**config.mk**
```make
export PLATFORM = sky130hd
export DESIGN_NAME = bus_port
export DESIGN_NICKNAME = d
export VERILOG_FILES = /design/src/hw/lsu_pkg.sv /design/src/hw/bus_port.sv
export SDC_FILE = /design/constraint.sdc
export NUM_CORES = 1
export LEC_CHECK = 0
export BUFFER_PORTS_ARGS = -buffer_cell sky130_fd_sc_hd__buf_2
export CAP_MARGIN = 20
export CORE_ASPECT_RATIO = 2
export CORE_MARGIN = 2
export CORE_UTILIZATION = 27
export CTS_BUF_LIST = sky130_fd_sc_hd__clkbuf_8
export DETAILED_ROUTE_END_ITERATION = 6
export GPL_TIMING_DRIVEN = 0
export SYNTH_ARGS = -nofsm -noshare
export SYNTH_HDL_FRONTEND = slang
export SYNTH_SLANG_ARGS = --single-unit
```
**constraint.sdc**
```tcl
create_clock -name clk -period 0.8 [get_ports clk]
set_clock_uncertainty 0.1 [all_clocks]
set_input_delay 0.08 -clock clk [delete_from_list [all_inputs] [get_ports clk]]
set_output_delay 0.08 -clock clk [all_outputs]
set_load 0.03 [all_outputs]
```
**src/hw/lsu_pkg.sv**
```systemverilog
//////////////////////////////
// Shared types and constants for the load/store unit.
// Issue packet, exception packet, sub-unit request and the
// attributes kept for each outstanding load, plus the funct3
// width codes and the address map.
//////////////////////////////

`default_nettype none

package lsu_pkg;

    // Instruction tag
    typedef logic [2:0] id_t;

    // RISC-V funct3 width codes
    localparam logic [2:0] LS_B = 3'b000;
    localparam logic [2:0] LS_H = 3'b001;
    localparam logic [2:0] LS_W = 3'b010;
    localparam logic [2:0] L_BU = 3'b100;
    localparam logic [2:0] L_HU = 3'b101;

    // Exception causes
    localparam logic [4:0] LOAD_MISALIGNED  = 5'd4;
    localparam logic [4:0] STORE_MISALIGNED = 5'd6;

    // Top nibble of every scratch address, all else is bus
    localparam logic [3:0] SCRATCH_REGION = 4'h0;

    typedef struct packed {
        logic [31:0] rs1;
        logic [11:0] offset;
        logic [31:0] rs2;
        logic [2:0]  fn3;
        logic        load;
        logic        store;
        id_t         id;
    } ls_issue_t;

    typedef struct packed {
        logic [31:0] addr;
        logic [31:0] wdata;
        logic [3:0]  be;
        logic        load;
        logic        store;
        logic [2:0]  fn3;
    } sub_req_t;

    // unit is 0 for scratch, 1 for bus
    typedef struct packed {
        logic [2:0] fn3;
        logic [1:0] byte_addr;
        id_t        id;
        logic       unit;
    } load_attr_t;

    typedef struct packed {
        logic        valid;
        logic [4:0]  code;
        logic [31:0] tval;
        id_t         id;
    } exception_t;

endpackage

`default_nettype wire
```
**src/hw/bus_port.sv**
```systemverilog
//////////////////////////////
// External bus master sub-unit.
// Holds a single transaction: the request is registered, bus_req
// strobes for one cycle and the port stays busy until bus_ack.
// Load data is passed straight back in the ack cycle.
//////////////////////////////

`timescale 1ns/1ps
`default_nettype none

module bus_port (
    input  wire logic               clk,
    input  wire logic               rst,
    input  wire logic               start,
    input  wire lsu_pkg::sub_req_t  req,
    input  wire logic               bus_ack,
    input  wire logic [31:0]        bus_rdata,
    output logic                    busy,
    output logic                    bus_req,
    output logic [31:0]             bus_addr,
    output logic [31:0]             bus_wdata,
    output logic [3:0]              bus_be,
    output logic                    bus_rnw,
    output logic [31:0]             rdata,
    output logic                    data_valid
);

    logic ack_seen;

    // Ack only counts while a transaction is open
    assign ack_seen = busy & bus_ack;

    //////////////////////////////
    // Control
    always_ff @(posedge clk) begin
        if (rst) begin
            busy    <= 1'b0;
            bus_req <= 1'b0;
        end else begin
            bus_req <= start;
            if (start) begin
                busy <= 1'b1;
            end else if (ack_seen) begin
                busy <= 1'b0;
            end
        end
    end

    // Address and data held stable until the ack
    always_ff @(posedge clk) begin
        if (start) begin
            bus_addr  <= req.addr;
            bus_wdata <= req.wdata;
            bus_be    <= req.be;
            bus_rnw   <= req.load;
        end
    end

    //////////////////////////////
    // Read return, stores just close the transaction
    assign rdata      = bus_rdata;
    assign data_valid = ack_seen & bus_rnw;

endmodule

`default_nettype wire

```
==> summary.txt <==
Die
  • Initial core utilization: 27.74%
  • Core ar.: 8588 µm²
  • Die Ht: 136.8 µm
  • Die width: 70.42 µm
  • Top Ports: 213
  • FP Rows: 48
  • DIE AREA: 9636 µm²

CTS
  • Clk slew on worst S/H paths: 0.08 ns
  • Root buf cell: clkbuf_8
  • Clock buffer depth: 2
  • Clock buffer count from CTS: 9
  • Hold Buf Count CTS: 71
  • CTS tree: done
  • H-tree Lvls: 3
  • Clk sink count: 71
  • Worst-skew pair later-pin latency: 0.34 ns

Pwr
  • Pwr Density: 2023 nW/µm²
  • Final Power: 0.009731 W
  • Static Leak: 2.128 nW
  • Worst ir drop on vdd: 1.022 mV

Synthesis
  • Simple-gate area share of the yosys netlist: 0.7353%
  • Synth Area in Adders: 0%
  • Synth warnings: 0
  • Avg Cell Area, Syn: 22.06 µm²
  • Synth Instances: 108
  • Yosys reg bits: 71
  • Cell Area, Synth: 2382 µm²
  • Multiplexer area fraction after synthesis: 0%
  • Main combinational cell family by area after synthesis: buffers and inverters
  • Compound-cell area share of the yosys netlist: 0.3676%
  • Synth cell types: 8
  • Synth Area in XOR/XNOR: 0%
  • Sequential fraction of the synthesis area: 88.66%
  • Syn_nets: 217

Global route
  • Pin count of the biggest net entering global routing: 41
  • Grt ovf: 0
  • Global-route wire length before repair: 10,610 µm
  • Initial antenna violation count: 1
  • Vias in the first global route: 2,118
  • Total track usage: 15.34%

Place
  • PortBufs: 176
  • Worst slack, placed: -0.5958 ns
  • Final GP Congestion: 0.8907
  • Area after DPL: 3413 µm²

Timing
  • Maximum clock rate: 0.8156 GHz
  • Setup ws final: -0.4261 ns
  • Endpoints failing setup: 73
  • Least-Margin Pin Slew: 0.3002 ns
  • RSZ-0062 raised after global routing: yes
  • Hold_ws: 0.01626 ns
  • Final worst-path cycle share: 153.3%
  • Min cycle time layout: 1.226 ns
  • Slew HR: 79.99%
  • Hold Fails Final Rpt: 0
  • Fin. max-slew vios: 0

Route
  • WL per Instance: 15.61 µm
  • Vias per std cell: 4.127
  • Drt first pass iters: 3
  • Vias: 1,952
  • Routed WL: 7385 µm
  • Drt drc: 0
  • ANT nets after route: 0
  • Initial DRC count: 51

Outcome
  • Status: finished with violations
  • Violated checks: negative setup slack

Final layout
  • Post-route cell area: 4811 µm²
  • Area delta synth->final: 101.9%
  • Most frequent cells in the layout: buf_2 (103), buf_6 (73), dlygate4sd3_1 (71)
  • Most common cell after layout, fill and taps aside: buf_2
  • Layout cell share with drive strength beyond 1: 61.56%
  • Nets: 477

Worst setup path
  • Arr. time, crit path: 1.05 ns
  • Reg-to-reg slack, setup: 0.09 ns
  • Worst Setup Start Kind: flop
  • Setup crit end kind: output pin
  • Worst EP required: 0.62 ns
  • Critical path class: reg2out
  • Critical Path Fanout Max: 2

Worst hold path
  • Worst hold path type: in2reg

Flow run
  • Total of max-cap violations: 0
-- where the power goes --
| part | leakage, nW | switching [W] | internal (W) |
|---|---|---|---|
| clock network | 0.103 | 0.00130 | 0.00173 |
| logic | 1.33 | 0.00111 | 0.00104 |
| registers | 0.693 | 0.000137 | 0.00441 |
| total | 2.13 | 0.00255 | 0.00718 |
-- worst max-delay path, cell delays in order, from the launching register on --
cell	delay [ns]
edfxtp_1	0.40
and3_4	0.19
buf_6	0.13
-- cells by family (layout without fill, tap and decap cells) --
group | after synthesis | after routing
AOI/OAI and AO/OA | 1 | 1
buffers and inverters | 33 | 297
DFF | 71 | 71
other | 0 | 1
and+or+nand+nor | 3 | 3
-- metrics by stage --
step,TNS (ns),instances,utilization (%)
finish,-18.63,473,56.02
detailed placement,-34.03,385,39.74
global placement,-62.04,384,39.51
global route,-21.95,473,56.02
CTS,-20.84,472,55.83
floorplan,-0.1709,108,-
-- final timing paths --
kind	start	cells past startpoint	to
max reg2reg	busy	2	busy
min reg2reg	busy	2	busy
min	start	1	bus_wdata[15]
max	bus_rnw	2	data_valid
-- routing by layer --
metal | vias to the layer above | GRT usage, % | routed length (µm)
met5 | - | 0 | 0
met4 | 0 | 9.615 | 252
met3 | 19 | 5.449 | 782
met2 | 171 | 30.40 | 4317
met1 | 874 | 11.89 | 2034
li1 | 888 | - | -
-- final cells by class --
type,count,area [µm²]
Buffer,32,240.2
Multi-Input combinational cell,4,37.54
Sequential cell,71,2117
Inverter,1,3.754
Clock inverter,6,85.08
Fill cell,655,3777
Tap cell,100,125.1
Timing Repair Buffer,249,2076
Antenna cell,1,2.502
Clock buffer,9,123.9
-- Yosys cell counts --
cell | n | area [µm²]
edfxtp_1 | 69 | 2072
buf_4 | 32 | 240.2
dfxtp_1 | 2 | 40.04
a21oi_2 | 1 | 8.760
and3_2 | 1 | 7.510
inv_1 | 1 | 3.750
nand2b_1 | 1 | 6.260
nor2_1 | 1 | 3.750
-- flip-flops by register name, indices dropped and copies added, names as in the netlist --
| register | flops |
|---|---|
| bus_addr | 32 |
| bus_wdata | 32 |
| bus_be | 4 |
| bus_req | 1 |
| bus_rnw | 1 |
| busy | 1 |
-- what timing repair did --
| action | CTS | global route |
|---|---|---|
| setup endpoints to repair | 112 | 112 |
| pin swaps | 1 | 0 |
| hold endpoints to repair | 71 | 9 |
| gates resized for setup | 146 | 3 |
| setup buffers | 1 | 0 |
No activity file was read; power rests on OpenSTA's default activity.
