<file path="src/hw/lsu_pkg.sv">
//////////////////////////////
// Shared types and constants for the load/store unit.
// Issue packet, exception packet, sub-unit request and the
// attributes kept for each outstanding load, plus the funct3
// width codes and the address map.
//////////////////////////////

`default_nettype none

package lsu_pkg;

    // Instruction tag
    typedef logic [2:0] id_t;

    // RISC-V funct3 width codes
    localparam logic [2:0] LS_B = 3'b000;
    localparam logic [2:0] LS_H = 3'b001;
    localparam logic [2:0] LS_W = 3'b010;
    localparam logic [2:0] L_BU = 3'b100;
    localparam logic [2:0] L_HU = 3'b101;

    // Exception causes
    localparam logic [4:0] LOAD_MISALIGNED  = 5'd4;
    localparam logic [4:0] STORE_MISALIGNED = 5'd6;

    // Top nibble of every scratch address, all else is bus
    localparam logic [3:0] SCRATCH_REGION = 4'h0;

    typedef struct packed {
        logic [31:0] rs1;
        logic [11:0] offset;
        logic [31:0] rs2;
        logic [2:0]  fn3;
        logic        load;
        logic        store;
        id_t         id;
    } ls_issue_t;

    typedef struct packed {
        logic [31:0] addr;
        logic [31:0] wdata;
        logic [3:0]  be;
        logic        load;
        logic        store;
        logic [2:0]  fn3;
    } sub_req_t;

    // unit is 0 for scratch, 1 for bus
    typedef struct packed {
        logic [2:0] fn3;
        logic [1:0] byte_addr;
        id_t        id;
        logic       unit;
    } load_attr_t;

    typedef struct packed {
        logic        valid;
        logic [4:0]  code;
        logic [31:0] tval;
        id_t         id;
    } exception_t;

endpackage

`default_nettype wire
</file>
<file path="src/hw/load_return.sv">
//////////////////////////////
// Result side of the load/store unit.
// Picks the sub-unit data, aligns the byte or halfword, extends
// it by funct3 and holds the result until writeback acks it.
//////////////////////////////

`timescale 1ns/1ps
`default_nettype none

module load_return (
    input  wire logic                 clk,
    input  wire logic                 rst,
    input  wire lsu_pkg::load_attr_t  attr,
    input  wire logic [31:0]          scratch_rdata,
    input  wire logic                 scratch_valid,
    input  wire logic [31:0]          bus_rdata,
    input  wire logic                 bus_valid,
    input  wire logic                 wb_ack,
    output logic                      attr_pop,
    output logic                      done_held,
    output logic                      wb_done,
    output logic [31:0]               wb_data,
    output lsu_pkg::id_t              wb_id
);
    import lsu_pkg::*;

    logic [31:0] unit_data;
    logic [31:0] aligned;
    logic [31:0] final_data;
    logic        load_valid;
    logic        done_r;
    logic [31:0] data_r;
    id_t         id_r;

    assign unit_data  = attr.unit ? bus_rdata : scratch_rdata;
    assign load_valid = scratch_valid | bus_valid;

    //////////////////////////////
    // Halfword first, then byte
    always_comb begin
        aligned = unit_data;
        if (attr.byte_addr[1]) begin
            aligned[15:0] = unit_data[31:16];
        end
        if (attr.byte_addr[0]) begin
            aligned[7:0] = aligned[15:8];
        end
    end

    always_comb begin
        case (attr.fn3)
            LS_B:    final_data = {{24{aligned[7]}}, aligned[7:0]};
            LS_H:    final_data = {{16{aligned[15]}}, aligned[15:0]};
            L_BU:    final_data = {24'h000000, aligned[7:0]};
            L_HU:    final_data = {16'h0000, aligned[15:0]};
            default: final_data = aligned;
        endcase
    end

    //////////////////////////////
    // Done register
    always_ff @(posedge clk) begin
        if (rst) begin
            done_r <= 1'b0;
        end else if (wb_ack) begin
            done_r <= 1'b0;
        end else if (load_valid) begin
            done_r <= 1'b1;
        end
    end

    always_ff @(posedge clk) begin
        if (load_valid && !wb_ack) begin
            data_r <= final_data;
            id_r   <= attr.id;
        end
    end

    // Writeback slot is occupied, either held or arriving now
    assign done_held = done_r | load_valid;

    assign wb_done  = done_held;
    assign wb_data  = done_r ? data_r : final_data;
    assign wb_id    = done_r ? id_r : attr.id;
    assign attr_pop = wb_ack;

endmodule

`default_nettype wire

</file>
<file path="config.mk">
export PLATFORM = sky130hd
export DESIGN_NAME = load_return
export DESIGN_NICKNAME = d
export VERILOG_FILES = /design/src/hw/lsu_pkg.sv /design/src/hw/load_return.sv
export SDC_FILE = /design/constraint.sdc
export NUM_CORES = 1
export LEC_CHECK = 0
export BUFFER_PORTS_ARGS = -buffer_cell sky130_fd_sc_hd__buf_2
export CAP_MARGIN = 20
export CORE_ASPECT_RATIO = 1.4
export CORE_MARGIN = 2
export CORE_UTILIZATION = 44
export DETAILED_ROUTE_END_ITERATION = 6
export PLACE_DENSITY_LB_ADDON = 0.25
export RECOVER_POWER = 25
export SYNTH_ARGS = -nofsm -noshare
export SYNTH_HDL_FRONTEND = slang
export SYNTH_SLANG_ARGS = --single-unit
</file>
<file path="constraint.sdc">
create_clock -name clk -period 2 [get_ports clk]
set_input_delay 0.1 -clock clk [delete_from_list [all_inputs] [get_ports clk]]
set_output_delay 0.1 -clock clk [all_outputs]
set_load 0.03 [all_outputs]
</file>
==> results by group <==
Status
  – Status: finished, final reports clean

Critical path
  – Critical Path RT: 1900 ps
  – Kind of end point of the critical path: output pin
  – Startpoint Class: input pin
  – Crit-path max FO: 25
  – CP Cell Sequence: buf_2, buf_12, mux4_2, o21bai_4, a31oi_4, a21oi_1, buf_2
  – Critical path class: input pin to output pin
  – Critical path's largest stage delay: 440 ps
  – Cell mode on critical path: buf_2
  – Worst path arrival time: 1750 ps
  – Slowest cell on crit path: a31oi_4

Clocking
  – CTS sink cnt: 36
  – Cts repair resizes: 0
  – Clock-pin slew on the worst setup and hold paths: 80 ps
  – Clock latency on the worst-skew pair: 290 ps
  – CTS Root Cell: clkbuf_8
  – Clock Tree Buf Depth: 2
  – H-Tree Depth: 2
  – CTS Buf Count: 5
  – TritonCTS clock tree: yes

STA
  – Max Clock Freq: 540 MHz
  – Tmin final: 1850 ps
  – Slew Viols, Final: 0
  – Actual slew at the worst max-slew pin: 926 ps
  – Hold Vio Cnt, Final: 0
  – Setup Skew: 0 ps
  – Setup-failing EPs final: 0
  – RSZ-0062 raised after global routing: no
  – Final period util: 92.6%
  – Worst slew margin: 38.3%
  – Setup_tns: 0 ps

Place
  – Routability cong.: 0.825
  – Port bufs: 115
  – Dpl hpwl: 5310 um

Final layout
  – # fillers: 539
  – Number of diodes: 0
  – Fin util: 57.5%
  – Synthesis-to-finish area growth: 27.9%
  – Multi-input logic area: 1580 um^2
  – Share of layout cells above drive strength 1: 51.6%
  – Sequential cell area: 1070 um^2
  – Number of nets in the layout: 426

Synthesis
  – Syn nets: 311
  – Flops & latches, synth: 36
  – Mapped Area: 2770 um^2
  – EDFF count, synth: 35
  – Ys flop type: edfxtp_1
  – Yosys top cell by area: edfxtp_1
  – Post-Syn Instances: 233
  – Cell with the most instances after synthesis: nand2_1
  – Syn avg cell area: 11.9 um^2
  – Post-synth cell types: 31
  – Post-synth top area share: 37.9%
  – Synth area leaders: edfxtp_1 38%, mux2_2 14%, mux4_1 11%, mux4_2 8.9%, nand2_1 7.3%
  – Syn. warnings: 0
  – Sequential area share after synthesis: 38.6%
  – Async set or reset register ratio after synthesis: 0%
  – Top post-synthesis cells by count: 54 x nand2_1, 35 x edfxtp_1, 35 x mux2_2, 17 x nor2b_1, 16 x a21oi_1

Drt
  – DRC: 0
  – TritonRoute pass-1 iters: 4
  – Routed WL: 6930 um
  – Via count: 2321
  – Initial DRC Count: 148
  – ANT nets after route: 0
  – Wire per inst: 16.5 um
  – Vias per std cell: 5.51

Pwr
  – Pleak: 1.55 nW
  – Pwr dens: 678 nW/um^2
  – Worst VDD drop: 0.000580 V

Floorplanning
  – Die height: 97.9 um
  – Io pins: 116
  – Row cnt: 34
  – Starting density of the core: 45.0%
  – Placeable Area: 6170 um^2
  – Die W: 71.1 um
  – Die Footprint: 6960 um^2

Global routing
  – Antenna violations before repair: 0
  – First-pass GRT wire length: 11000 um
  – Vias in the first global route: 2266
  – Gr usage total: 19.8%
  – Largest net degree at the start of global routing: 36
  – Gr ovfl total: 0

Worst hold path
  – Hold Path Class: input pin to flip-flop

Flow run
  – Max-Cap Viols: 0
## sequential cells by signal, summed over array words and instances (netlist names)
signal,flops
data_r,32
id_r,3
done_r,1
## final timing paths
check	slack, ps	startpoint	endpoint	depth (start not counted)
setup reg to reg	810	done_r	done_r	3
setup / recovery	150	attr[5]	wb_data[27]	7
hold / removal	110	wb_ack	done_r	2
hold reg to reg	1010	done_r	done_r	3
## per-layer routing
metal | vias up | GRT usage [%] | wire, um
met5 | - | 0 | 0
met4 | 0 | 7.84 | 131
met3 | 10 | 2.99 | 301
met2 | 79 | 33.4 | 3600
met1 | 1119 | 25.5 | 2900
li1 | 1113 | - | -
## logic make-up (layout without fill, tap and decap cells)
family	Yosys count	in the layout	share of synthesized area, %
DFF	36	36	38.6
muxes	60	60	35.2
AOI/OAI and AO/OA	29	29	7.26
and+or+nand+nor	86	86	14.0
buffers and inverters	22	138	4.87
## power breakdown
part	switching [mW]	total, mW	internal [mW]
clock network	0.275	0.644	0.369
logic	0.479	0.818	0.339
registers	0.0178	0.945	0.927
total	0.772	2.41	1.63
## cell usage in the layout (no fill, tap or decap), types with 2 or more instances in the layout
| cell | n |
|---|---|
| nor3_1 | 2 |
| mux4_1 | 12 |
| a22oi_1 | 2 |
| a21oi_1 | 16 |
| dlygate4sd3_1 | 4 |
| o211ai_1 | 7 |
| nand2_1 | 54 |
| mux4_2 | 11 |
| clkbuf_8 | 5 |
| buf_2 | 112 |
| nand3_1 | 2 |
| mux2i_1 | 2 |
| clkbuf_1 | 3 |
| buf_4 | 8 |
| nor2_1 | 4 |
| edfxtp_1 | 35 |
| mux2_2 | 35 |
| nor2b_1 | 17 |
## through the flow
step / power [mW] / cell area [um^2] / hold WS [ps] / instances / worst slack [ps]
floorplan: 1.53 / 2780 / 175 / 233 / 375
global placement: 1.77 / 3400 / 276 / 409 / 134
detailed placement: 1.78 / 3400 / 277 / 409 / 142
CTS: 2.43 / 3550 / 23.4 / 421 / 129
global route: 2.51 / 3550 / 113 / 421 / 8.30
finish: 2.41 / 3550 / 108 / 421 / 148
## worst max-delay path: cells and delay by family
kind | cells | cell delay, ps
AO/OA/AOI/OAI | 3 | 790
buffers and inverters | 3 | 490
multiplexers | 1 | 360
## layout make-up
cell class / count / area share (%)
multi-input cells: 175 / 44.4
clock inverters: 3 / 1.20
flip-flops and latches: 36 / 30.2
clock buffers: 5 / 1.94
well taps: 72 / 2.54
repair buffers: 129 / 19.6
inverters: 1 / 0.106
## repair_timing
| action | 4_1_cts | 5_1_grt |
|---|---|---|
| setup endpoints to repair | 0 | 0 |
| buffers inserted | 0 | 0 |
| hold buffers | 4 | 0 |
| hold endpoints to repair | 4 | 0 |
Note: power is estimated with default switching activity, not from simulation.
