===== config.mk =====
export PLATFORM = sky130hd
export DESIGN_NAME = ls_request_stage
export DESIGN_NICKNAME = d
export VERILOG_FILES = /design/src/hw/lsu_pkg.sv /design/src/hw/ls_request_stage.sv
export SDC_FILE = /design/constraint.sdc
export NUM_CORES = 1
export LEC_CHECK = 0
export BUFFER_PORTS_ARGS = -buffer_cell sky130_fd_sc_hd__buf_2
export CAP_MARGIN = 30
export CORE_AREA = 2 2 87 89
export CTS_BUF_LIST = sky130_fd_sc_hd__clkbuf_2
export CTS_CLUSTER_SIZE = 10
export DETAILED_ROUTE_END_ITERATION = 10
export DIE_AREA = 0 0 89 91
export PLACE_DENSITY = 0.91
export SKIP_LAST_GASP = 1
export SLEW_MARGIN = 5
export SYNTH_ARGS = -nofsm -noshare
export SYNTH_HDL_FRONTEND = slang
export SYNTH_SLANG_ARGS = --single-unit

===== constraint.sdc =====
create_clock -name clk -period 12.6 [get_ports clk]
set_clock_uncertainty 0.2 [all_clocks]
set_input_delay 2.52 -clock clk [delete_from_list [all_inputs] [get_ports clk]]
set_output_delay 2.52 -clock clk [all_outputs]
set_load 0.01 [all_outputs]

===== src/hw/lsu_pkg.sv =====
//////////////////////////////
// Shared types and constants for the load/store unit.
// Issue packet, exception packet, sub-unit request and the
// attributes kept for each outstanding load, plus the funct3
// width codes and the address map.
//////////////////////////////

`default_nettype none

package lsu_pkg;

    // Instruction tag
    typedef logic [2:0] id_t;

    // RISC-V funct3 width codes
    localparam logic [2:0] LS_B = 3'b000;
    localparam logic [2:0] LS_H = 3'b001;
    localparam logic [2:0] LS_W = 3'b010;
    localparam logic [2:0] L_BU = 3'b100;
    localparam logic [2:0] L_HU = 3'b101;

    // Exception causes
    localparam logic [4:0] LOAD_MISALIGNED  = 5'd4;
    localparam logic [4:0] STORE_MISALIGNED = 5'd6;

    // Top nibble of every scratch address, all else is bus
    localparam logic [3:0] SCRATCH_REGION = 4'h0;

    typedef struct packed {
        logic [31:0] rs1;
        logic [11:0] offset;
        logic [31:0] rs2;
        logic [2:0]  fn3;
        logic        load;
        logic        store;
        id_t         id;
    } ls_issue_t;

    typedef struct packed {
        logic [31:0] addr;
        logic [31:0] wdata;
        logic [3:0]  be;
        logic        load;
        logic        store;
        logic [2:0]  fn3;
    } sub_req_t;

    // unit is 0 for scratch, 1 for bus
    typedef struct packed {
        logic [2:0] fn3;
        logic [1:0] byte_addr;
        id_t        id;
        logic       unit;
    } load_attr_t;

    typedef struct packed {
        logic        valid;
        logic [4:0]  code;
        logic [31:0] tval;
        id_t         id;
    } exception_t;

endpackage

`default_nettype wire

===== src/hw/ls_request_stage.sv =====
//////////////////////////////
// Issue side of the load/store unit.
// Computes the effective address, flags misaligned accesses,
// builds byte enables and lane-replicated store data, picks the
// sub-unit and decides whether the issue port is ready.
//////////////////////////////

`timescale 1ns/1ps
`default_nettype none

module ls_request_stage #(
    parameter int ATTR_DEPTH = 2
) (
    input  wire logic                  clk,
    input  wire logic                  rst,
    input  wire logic                  issue_valid,
    input  wire lsu_pkg::ls_issue_t    issue,
    input  wire logic                  fifo_full,
    input  wire logic                  fifo_valid,
    input  wire logic                  done_held,
    input  wire logic                  wb_ack,
    input  wire logic                  bus_busy,
    output logic                       issue_ready,
    output lsu_pkg::exception_t        ls_exception,
    output lsu_pkg::sub_req_t          req,
    output logic                       scratch_start,
    output logic                       bus_start,
    output logic                       attr_push,
    output lsu_pkg::load_attr_t        attr_in,
    output logic                       store_complete,
    output lsu_pkg::id_t               store_id
);
    import lsu_pkg::*;

    // With one slot the full flag already blocks any second load
    localparam bit TRACK_UNIT = (ATTR_DEPTH > 1);

    logic [31:0] addr;
    logic [31:0] wdata;
    logic [3:0]  be;
    logic        unaligned;
    logic        target_bus;
    logic        last_unit;
    logic        unit_stall;
    logic        accept;
    logic        mem_op;

    assign addr = issue.rs1 + {{20{issue.offset[11]}}, issue.offset};

    //////////////////////////////
    // Alignment check
    always_comb begin
        case (issue.fn3)
            LS_H, L_HU: unaligned = addr[0];
            LS_W:       unaligned = |addr[1:0];
            default:    unaligned = 1'b0;
        endcase
    end

    // Byte enables for stores only, data copied to every lane
    always_comb begin
        be = 4'b0000;
        case (issue.fn3[1:0])
            2'b00: begin
                be[addr[1:0]] = 1'b1;
                wdata = {4{issue.rs2[7:0]}};
            end
            2'b01: begin
                be[{addr[1], 1'b0}] = 1'b1;
                be[{addr[1], 1'b1}] = 1'b1;
                wdata = {2{issue.rs2[15:0]}};
            end
            default: begin
                be = 4'b1111;
                wdata = issue.rs2;
            end
        endcase
        be = be & {4{issue.store}};
    end

    //////////////////////////////
    // Unit selection and switch stall
    assign target_bus = (addr[31:28] != SCRATCH_REGION);

    always_ff @(posedge clk) begin
        if (rst) begin
            last_unit <= 1'b0;
        end else if (attr_push) begin
            last_unit <= target_bus;
        end
    end

    // Results must come back in order, so wait for the FIFO to drain
    assign unit_stall = TRACK_UNIT && fifo_valid && (target_bus != last_unit);

    assign issue_ready = ~rst & ~fifo_full & ~bus_busy & ~unit_stall
                       & (~done_held | wb_ack);

    assign accept = issue_valid & issue_ready;
    assign mem_op = accept & ~unaligned & (issue.load | issue.store);

    //////////////////////////////
    // Outputs
    assign req.addr  = addr;
    assign req.wdata = wdata;
    assign req.be    = be;
    assign req.load  = issue.load;
    assign req.store = issue.store;
    assign req.fn3   = issue.fn3;

    assign scratch_start = mem_op & ~target_bus;
    assign bus_start     = mem_op & target_bus;

    assign attr_push         = mem_op & issue.load;
    assign attr_in.fn3       = issue.fn3;
    assign attr_in.byte_addr = addr[1:0];
    assign attr_in.id        = issue.id;
    assign attr_in.unit      = target_bus;

    assign store_complete = mem_op & issue.store;
    assign store_id       = issue.id;

    assign ls_exception.valid = accept & unaligned & (issue.load | issue.store);
    assign ls_exception.code  = issue.store ? STORE_MISALIGNED : LOAD_MISALIGNED;
    assign ls_exception.tval  = addr;
    assign ls_exception.id    = issue.id;

endmodule

`default_nettype wire


==> results of run 1 <==
==> area by class of cell <==
| cell class | count | area share |
|---|---|---|
| Sequential cell | 1 | 0.00599 |
| Antenna cell | 2 | 0.00150 |
| Inverter | 9 | 0.0101 |
| Tap cell | 99 | 0.0371 |
| Multi-Input combinational cell | 297 | 0.637 |
| Timing Repair Buffer | 206 | 0.309 |
==> Yosys cell counts (2+ instances only) <==
cell	count
o21a_1	6
a211oi_1	3
xnor2_1	17
o21bai_1	3
nand3_1	10
buf_2	3
clkbuf_1	7
a21oi_1	32
nand2_1	36
o211ai_1	4
ha_1	31
a21o_1	5
o21ai_0	23
inv_1	9
nand2b_1	3
nor2_1	25
and2_1	2
xor2_1	12
conb_1	2
nor3_1	7
a31oi_1	5
nor3b_1	2
buf_4	65
and3_1	7
a2111oi_0	2
mux2i_1	9
mux2_2	16
nand4_1	5
nor2b_1	4
o31ai_1	3
==> placed cells by master (no fill, tap or decap), drive strengths merged, types with 2 or more instances in the layout <==
cell       n
buf      206
nand2     36
o211ai     4
a21oi     33
a221oi     2
mux2i     10
xnor2     17
ha        31
nor2      25
a2111oi    2
nand2b     3
o21ai     23
a21o       5
nor2b      4
xor2      12
o21a       6
nor3b      2
nand4      5
o31ai      3
and3       7
nand3     10
and2       2
nor3       7
o21bai     3
diode      2
mux2      16
a31oi      5
conb       4
a41oi      2
inv        9
a211oi     4
==> per-layer routing <==
metal  routed length (µm)  vias up  part of all wire  track usage
met2                 5060      138              0.53        0.430
met3                  836       10             0.087       0.0282
li1                     -     1572                 -            -
met5                    0        -                 0            0
met1                 3570     1418              0.37        0.235
met4                  118        0             0.012       0.0249
==> worst max-delay path by stage <==
stage | endpoint | cells after the start
floorplan | ls_exception[40] | 12
global placement | ls_exception[40] | 12
detailed placement | ls_exception[40] | 12
CTS | ls_exception[40] | 12
global route | ls_exception[40] | 12
finish | ls_exception[40] | 12
==> power by group <==
part	switching, mW	internal (mW)
clock network	0	0.0000000212
logic	0.124	0.0919
registers	0.0000169	0.00326
total	0.124	0.0952
==> cells by family (layout without fill, tap and decap cells) <==
kind of cell / Yosys count / in the layout / synth area share
adder cells (fa/ha/maj): 32 / 32 / 0.151
buffers and inverters: 85 / 215 / 0.209
AO/OA/AOI/OAI: 101 / 101 / 0.245
flip-flops: 1 / 1 / 0.00740
multiplexers: 26 / 26 / 0.108
other: 2 / 6 / 0.00277
XOR/XNOR: 29 / 29 / 0.0938
AND/OR/NAND/NOR: 105 / 105 / 0.182
==> critical path, stage by stage <==
cell and delay [ps]:
buf_2 380, ha_1 380, a21oi_1 280, o21ai_0 130, a221oi_1 470, o221a_2 290, o31ai_1 90, xor2_1 200
or4_1 570, mux2i_4 270, nor3b_1 240, buf_2 170
==> stage by stage <==
stage / worst slack [ps] / cell area, µm² / power, mW / hold slack [ps] / instances
global route: 3630 / 3340 / 0.239 / 335 / 613
detailed placement: 3910 / 3340 / 0.220 / 311 / 612
CTS: 3900 / 3340 / 0.221 / 310 / 612
global placement: 4000 / 3340 / 0.218 / 298 / 612
floorplan: 4360 / 2710 / 0.169 / 282 / 383
finish: 3900 / 3340 / 0.219 / 305 / 614
==> reports/metrics.cfg, run 1 <==
[placement]
dpl.hpwl_um=8350
finalWeightedCongestion=0.886
port_buffers=206

[min_path]
worstHoldEndpoint=last_unit$_SDFFE_PP0P_
hold_start=last_unit$_SDFFE_PP0P_
whs_path_depth=2
hold_class=reg -> reg

[job]
maxCapViolCount=0

[setup_path]
reg2reg_from=last_unit$_SDFFE_PP0P_
r2r-end=last_unit$_SDFFE_PP0P_
cp-start-kind=input port
endpoint_kind=primary output
ff2ff_path_depth=2
reg2reg_slack_ps=11800
crit_type=in -> out
crit_start=issue[51]
crit_required_ps=9880
cp.arrival_ps=5980
crit_fanout=21

[final_layout]
max_flop_register=last_unit
nNetsFinal=639
largest_reg_flops=1
reg_top3=last_unit x1
drive_gt1_frac=0.448
syn_to_final_growth_pct=23.4
post-route-util=0.468
n_fill_cell=767
multi_input_area_um2=2130
seq_area_um2=20.0

[cts]
clk_latency_ps=0
clk_pin_slew_ps=0
hold_buffers=0
cts_setup_buffers=0
cts_resized=0

[timing]
setup_tns_ps=0
fmax_mhz=115
fin_crit_sh=0.690
tightest_slew_ps=720
setup_violations=0
slew_headroom=0.508
min_period_ps=8700
hold_violations=0
rsz0062_at_grt=no
maxSlewViolCount=0

[global_routing]
grt_start_max_net_pins=34
grt.total_usage=0.214
grt-ovfl-total=0
grt_pass1_vias=2848
grt_pass1_wl_um=14000
antenna_found_initial=1

[power]
ir_drop_mv=0.0386
powerDensity_nw_per_um2=65.7
total_leakage_power_nw=1.78

[route]
drtIter0Drc=79
drc=0
antenna_left=0
vias=3138
wl_per_cell_um=15.6
viasPerCell=5.11
drt_wl_total_um=9580
drtPass1Iterations=4

[logic_synthesis]
synth_seq_cells=1
async_flop_share=0
ys.flop_type=dfxtp_1
synth_edf_count=0
syn_inst=381
avgSynthCellArea_um2=7.10
synth_top_cell_area_share=0.180
syn_area_um2=2710
synth_cell_types=53
yosysWarnings=0
seq_area_frac_synth=0.00740
synth_area_leaders=buf_4 18%, ha_1 14%, mux2_2 6.7%
synth_area_leader_cell=buf_4

[floorplanning]
core-area_um2=7140
design.die.area_um2=8100
start_util=0.379
die_x_um=89
io_pins=223
dieHeight_um=91
num_rows=31

[outcome]
outcome=finished clean

Power figures use the tool's default switching activity.
==> run 2, diff against run 1 <==
CORE_AREA = not set   (was 2 2 87 89)
CORE_UTILIZATION = 37   (was not set)
DIE_AREA = not set   (was 0 0 89 91)
PLACE_DENSITY = 0.92   (was 0.91)
clock period = 7.1 ns   (was 12.6 ns; I/O delays follow)
==> reports/metrics.cfg, run 2 (synthesis results as in run 1) <==
[outcome]
outcome=finished clean  ; unchanged

[setup_path]
ff2ff_path_depth=2  ; unchanged
crit_end=store_complete  ; was ls_exception[40]
cp-start-kind=input port  ; unchanged
crit_path_frequent_cell=buf_2  ; unchanged
r2r-end=last_unit$_SDFFE_PP0P_  ; unchanged
crit_fanout=21  ; unchanged
cp.arrival_ps=4960  ; was 5980 ps
cp_slowest_stage_delay_ps=630  ; was 570 ps
reg2reg_from=last_unit$_SDFFE_PP0P_  ; unchanged
crit_start=issue[51]  ; unchanged
crit_required_ps=5480  ; was 9880 ps
cp_cell_sequence=buf_2 > ha_1 > and4_1 > and3_1 > a221oi_2 > o221ai_2 > a211oi_1 > xnor2_1 > or4_1 > mux2i_4 > nor3_1 > buf_2  ; was buf_2 > ha_1 > a21oi_1 > o21ai_0 > a221oi_1 > o221a_2 > o31ai_1 > xor2_1 > or4_1 > mux2i_4 > nor3b_1 > buf_2
endpoint_kind=primary output  ; unchanged
cp_slowest_cell=or4_1  ; unchanged
reg2reg_slack_ps=6300  ; was 11,800 ps
crit_type=in -> out  ; unchanged

[route]
wl_per_cell_um=15.8  ; was 15.6 µm
drc=0  ; unchanged
vias=3137  ; was 3,138
drtIter0Drc=97  ; was 79
drt_wl_total_um=9620  ; was 9580 µm
viasPerCell=5.14  ; was 5.11
drtPass1Iterations=4  ; unchanged
antenna_left=0  ; unchanged

[power]
total_leakage_power_nw=1.79  ; was 1.78 nW
powerDensity_nw_per_um2=118  ; was 65.7 nW/µm²
ir_drop_mv=0.0662  ; was 0.0386 mV

[timing]
maxSlewViolCount=0  ; unchanged
fin_crit_sh=0.927
setup_violations=0  ; unchanged
tightest_slew_ps=896  ; was 720 ps
setup_tns_ps=0  ; unchanged
fmax_mhz=152
rsz0062_at_grt=no  ; unchanged
min_period_ps=6580
slew_headroom=0.387  ; was 0.508
hold_ws_ps=310  ; was 305 ps
hold_violations=0  ; unchanged

[final_layout]
nNetsFinal=640  ; was 639
drive_gt1_frac=0.449  ; was 0.448
mostFrequentLayoutCells=206 x buf_2, 36 x nand2_1, 32 x a21oi_1, 31 x ha_1, 25 x nor2_1  ; unchanged
max_flop_register=last_unit  ; unchanged
post-route-util=0.481  ; was 0.468
design_area_um2=3340  ; about the same
reg_top3=last_unit x1  ; unchanged
fin_cells=610  ; was 614
diodes=0  ; was 2
largest_reg_flops=1  ; unchanged
n_fill_cell=706  ; was 767
final_common_cell=buf_2  ; unchanged
syn_to_final_growth_pct=23.4  ; about the same

[global_routing]
grt_start_max_net_pins=34  ; unchanged
grt.total_usage=0.234  ; was 0.214
grt_pass1_vias=2960  ; was 2,848
grt_pass1_wl_um=14300  ; was 14,000 µm
antenna_found_initial=0  ; was 1
grt-ovfl-total=0  ; unchanged

[floorplanning]
die_x_um=87.5  ; was 89 µm
io_pins=223  ; unchanged
dieHeight_um=87.5  ; was 91 µm
design.die.area_um2=7660  ; was 8100 µm²
start_util=0.390  ; was 0.379
num_rows=30  ; was 31
core-area_um2=6940  ; was 7140 µm²

[placement]
finalWeightedCongestion=0.910  ; was 0.886
port_buffers=206  ; unchanged
dpl_cell_area_um2=3340  ; about the same
dpl.cell_count=610  ; was 612
dpl.hpwl_um=8440  ; was 8350 µm

[cts]
cts_resized=0  ; unchanged
hold_buffers=0  ; unchanged
clk_latency_ps=0  ; about the same
clk_pin_slew_ps=0  ; about the same
cts_setup_buffers=0  ; unchanged

[job]
maxCapViolCount=0  ; unchanged

[min_path]
hold_start=last_unit$_SDFFE_PP0P_  ; unchanged
hold_class=reg -> reg  ; unchanged

==> run 2: cell count changes in the layout (fill, tap and decap cells not counted) <==
cell	change
buf_4	+1
diode_2	-2
==> run 2: stage by stage <==
step                setup slack (ps)  total power, mW
finish                           521            0.393
global route                     317            0.429
CTS                              526            0.395
detailed placement               540            0.392
global placement                 756            0.389
floorplan                       1060            0.300
==> run 2: worst max-delay path: cells and delay by family <==
| kind | cells | cell delay [ps] |
|---|---|---|
| AOI/OAI and AO/OA | 3 | 840 |
| xor gates and xnor gates | 1 | 130 |
| adders and majority gates | 1 | 390 |
| buffers and inverters | 2 | 550 |
| muxes | 1 | 270 |
| and+or+nand+nor | 4 | 1330 |
==> run 2: power breakdown <==
| group | switching, mW | total, mW | internal [mW] |
|---|---|---|---|
| clock | 0 | 0 | 0 |
| sequential | 0.0000294 | 0.00581 | 0.00578 |
| combinational | 0.223 | 0.387 | 0.164 |
==> run 2: layout make-up <==
class | instances | area [µm²] | share of cell area
inverter | 9 | 33.8 | 0.0101
multi-input combinational | 297 | 2130 | 0.637
sequential | 1 | 20.0 | 0.00599
tap | 96 | 120 | 0.0360
timing repair buffer | 207 | 1040 | 0.311
==> run 2: per-layer routing <==
layer	up-vias	wire length (µm)	GRT usage
li1	1573	-	-
met1	1394	3830	0.279
met2	160	4740	0.431
met3	10	956	0.0635
met4	0	97	0.0268
met5	-	0	0
==> run 2: worst min-delay path by stage <==
stage                                   to  slack [ps]  cells past startpoint
floorplan           last_unit$_SDFFE_PP0P_         280                      2
global placement    last_unit$_SDFFE_PP0P_         300                      2
detailed placement  last_unit$_SDFFE_PP0P_         320                      2
CTS                 last_unit$_SDFFE_PP0P_         320                      2
global route        last_unit$_SDFFE_PP0P_         380                      2
finish              last_unit$_SDFFE_PP0P_         310                      2
==> run 3, diff against run 2 <==
PLACE_DENSITY = 0.8   (was 0.92)
==> reports/metrics.cfg, run 3 (synthesis results as in run 1) <==
[job]
maxCapViolCount=0  ; unchanged

[timing]
setup_tns_ps=0  ; unchanged
slew_headroom=0.489  ; was 0.387
setup_ws_ps=553  ; was 521 ps
fmax_mhz=153  ; was 152 MHz
fin_crit_sh=0.922  ; was 0.927
hold_violations=0  ; unchanged
min_period_ps=6550  ; was 6580 ps
tightest_slew_ps=747  ; was 896 ps
rsz0062_at_grt=no  ; unchanged
maxSlewViolCount=0  ; unchanged
setup_violations=0  ; unchanged

[placement]
finalWeightedCongestion=0.909  ; was 0.910
dp_slack_ps=488  ; was 540 ps
port_buffers=206  ; unchanged
dpl.hpwl_um=7970  ; was 8440 µm

[global_routing]
grt_pass1_vias=2854  ; was 2,960
grt_start_max_net_pins=34  ; unchanged
grt-ovfl-total=0  ; unchanged
grt.total_usage=0.218  ; was 0.234
antenna_found_initial=0  ; unchanged
grt_pass1_wl_um=13600  ; was 14,300 µm

[floorplanning]
core-area_um2=6940  ; unchanged
num_rows=30  ; unchanged
dieHeight_um=87.5  ; unchanged
start_util=0.390  ; unchanged
design.die.area_um2=7660  ; unchanged
io_pins=223  ; unchanged
die_x_um=87.5  ; unchanged

[outcome]
outcome=finished clean  ; unchanged

[power]
ir_drop_mv=0.0569  ; was 0.0662 mV
total_leakage_power_nw=1.79  ; unchanged
powerDensity_nw_per_um2=117  ; was 118 nW/µm²

[route]
drtIter0Drc=95  ; was 97
drt_wl_total_um=9100  ; was 9620 µm
drtPass1Iterations=4  ; unchanged
antenna_left=0  ; unchanged
drc=0  ; unchanged
viasPerCell=5.16  ; was 5.14
wl_per_cell_um=14.9  ; was 15.8 µm
vias=3145  ; was 3,137

[setup_path]
cp_cell_sequence=buf_2 > ha_1 > and4_1 > and3_1 > a221oi_2 > o221ai_2 > a211oi_1 > xnor2_1 > or4_1 > mux2i_4 > nor3_1 > buf_2  ; unchanged
crit_path_frequent_cell=buf_2  ; unchanged
cp.arrival_ps=4930  ; was 4960 ps
crit_required_ps=5480  ; about the same
endpoint_kind=primary output  ; unchanged
cp_slowest_cell=or4_1  ; unchanged
crit_fanout=21  ; unchanged
crit_type=in -> out  ; unchanged
cp_slowest_stage_delay_ps=630  ; about the same
cp-start-kind=input port  ; unchanged

[cts]
hold_buffers=0  ; unchanged
cts_setup_buffers=0  ; unchanged
clk_pin_slew_ps=0  ; about the same
clk_latency_ps=0  ; about the same
cts_resized=0  ; unchanged

[final_layout]
max_flop_register=last_unit  ; unchanged
final_common_cell=buf_2  ; unchanged
reg_top3=last_unit x1  ; unchanged
syn_to_final_growth_pct=23.4  ; unchanged
mostFrequentLayoutCells=206 x buf_2, 36 x nand2_1, 32 x a21oi_1, 31 x ha_1, 25 x nor2_1  ; unchanged
diodes=0  ; unchanged
drive_gt1_frac=0.449  ; unchanged
largest_reg_flops=1  ; unchanged
nNetsFinal=640  ; unchanged

[min_path]
hold_class=reg -> reg  ; unchanged

-- run 3: cell counts in the layout (fill, tap and decap cells not counted) --
No cell type changed its count.
-- run 3: area by class of cell --
type | instances | area (µm²)
Fill cell | 742 | 3600
Multi-Input combinational cell | 297 | 2130
Sequential cell | 1 | 20.0
Tap cell | 96 | 120
Inverter | 9 | 33.8
Timing Repair Buffer | 207 | 1040
-- run 3: layer usage --
metal	up-vias	wire [µm]	global-route usage	part of all wire
met2	139	4580	0.416	0.50
met1	1422	3700	0.259	0.41
met4	0	160	0.0328	0.018
li1	1572	-	-	-
met3	12	651	0.0332	0.072
met5	-	0	0	0
-- run 3: worst paths after layout --
check	start	endpoint	slack [ps]	depth (start not counted)
worst max-delay path	issue[51]	store_complete	550	12
worst min-delay path	last_unit$_SDFFE_PP0P_	last_unit$_SDFFE_PP0P_	320	2
worst max register to register	last_unit$_SDFFE_PP0P_	last_unit$_SDFFE_PP0P_	6290	2
worst min register to register	last_unit$_SDFFE_PP0P_	last_unit$_SDFFE_PP0P_	320	2
-- run 3: where the power goes --
group | leakage (nW) | internal [mW] | total [mW] | switching, mW
clock network | 0 | 0 | 0 | 0
registers | 0.00806 | 0.00578 | 0.00581 | 0.0000323
logic | 1.78 | 0.164 | 0.383 | 0.219
-- run 3: per-stage QoR --
step / utilization / instance area (µm²) / power [mW] / hold WS, ps / cells
final: 0.481 / 3340 / 0.389 / 317 / 610
after global routing: 0.481 / 3340 / 0.426 / 337 / 610
after CTS: 0.481 / 3340 / 0.392 / 317 / 610
after detailed placement: 0.481 / 3340 / 0.390 / 313 / 610
after global placement: 0.481 / 3340 / 0.385 / 299 / 610
after floorplan: - / 2710 / 0.300 / 282 / 383
-- run 3: worst max-delay path, delay by kind of cell --
kind / cells / cell delay, ps
xor+xnor: 1 / 130
buf+inv: 2 / 540
fa+ha+maj: 1 / 380
compound gates: 3 / 840
simple gates: 4 / 1330
mux: 1 / 260
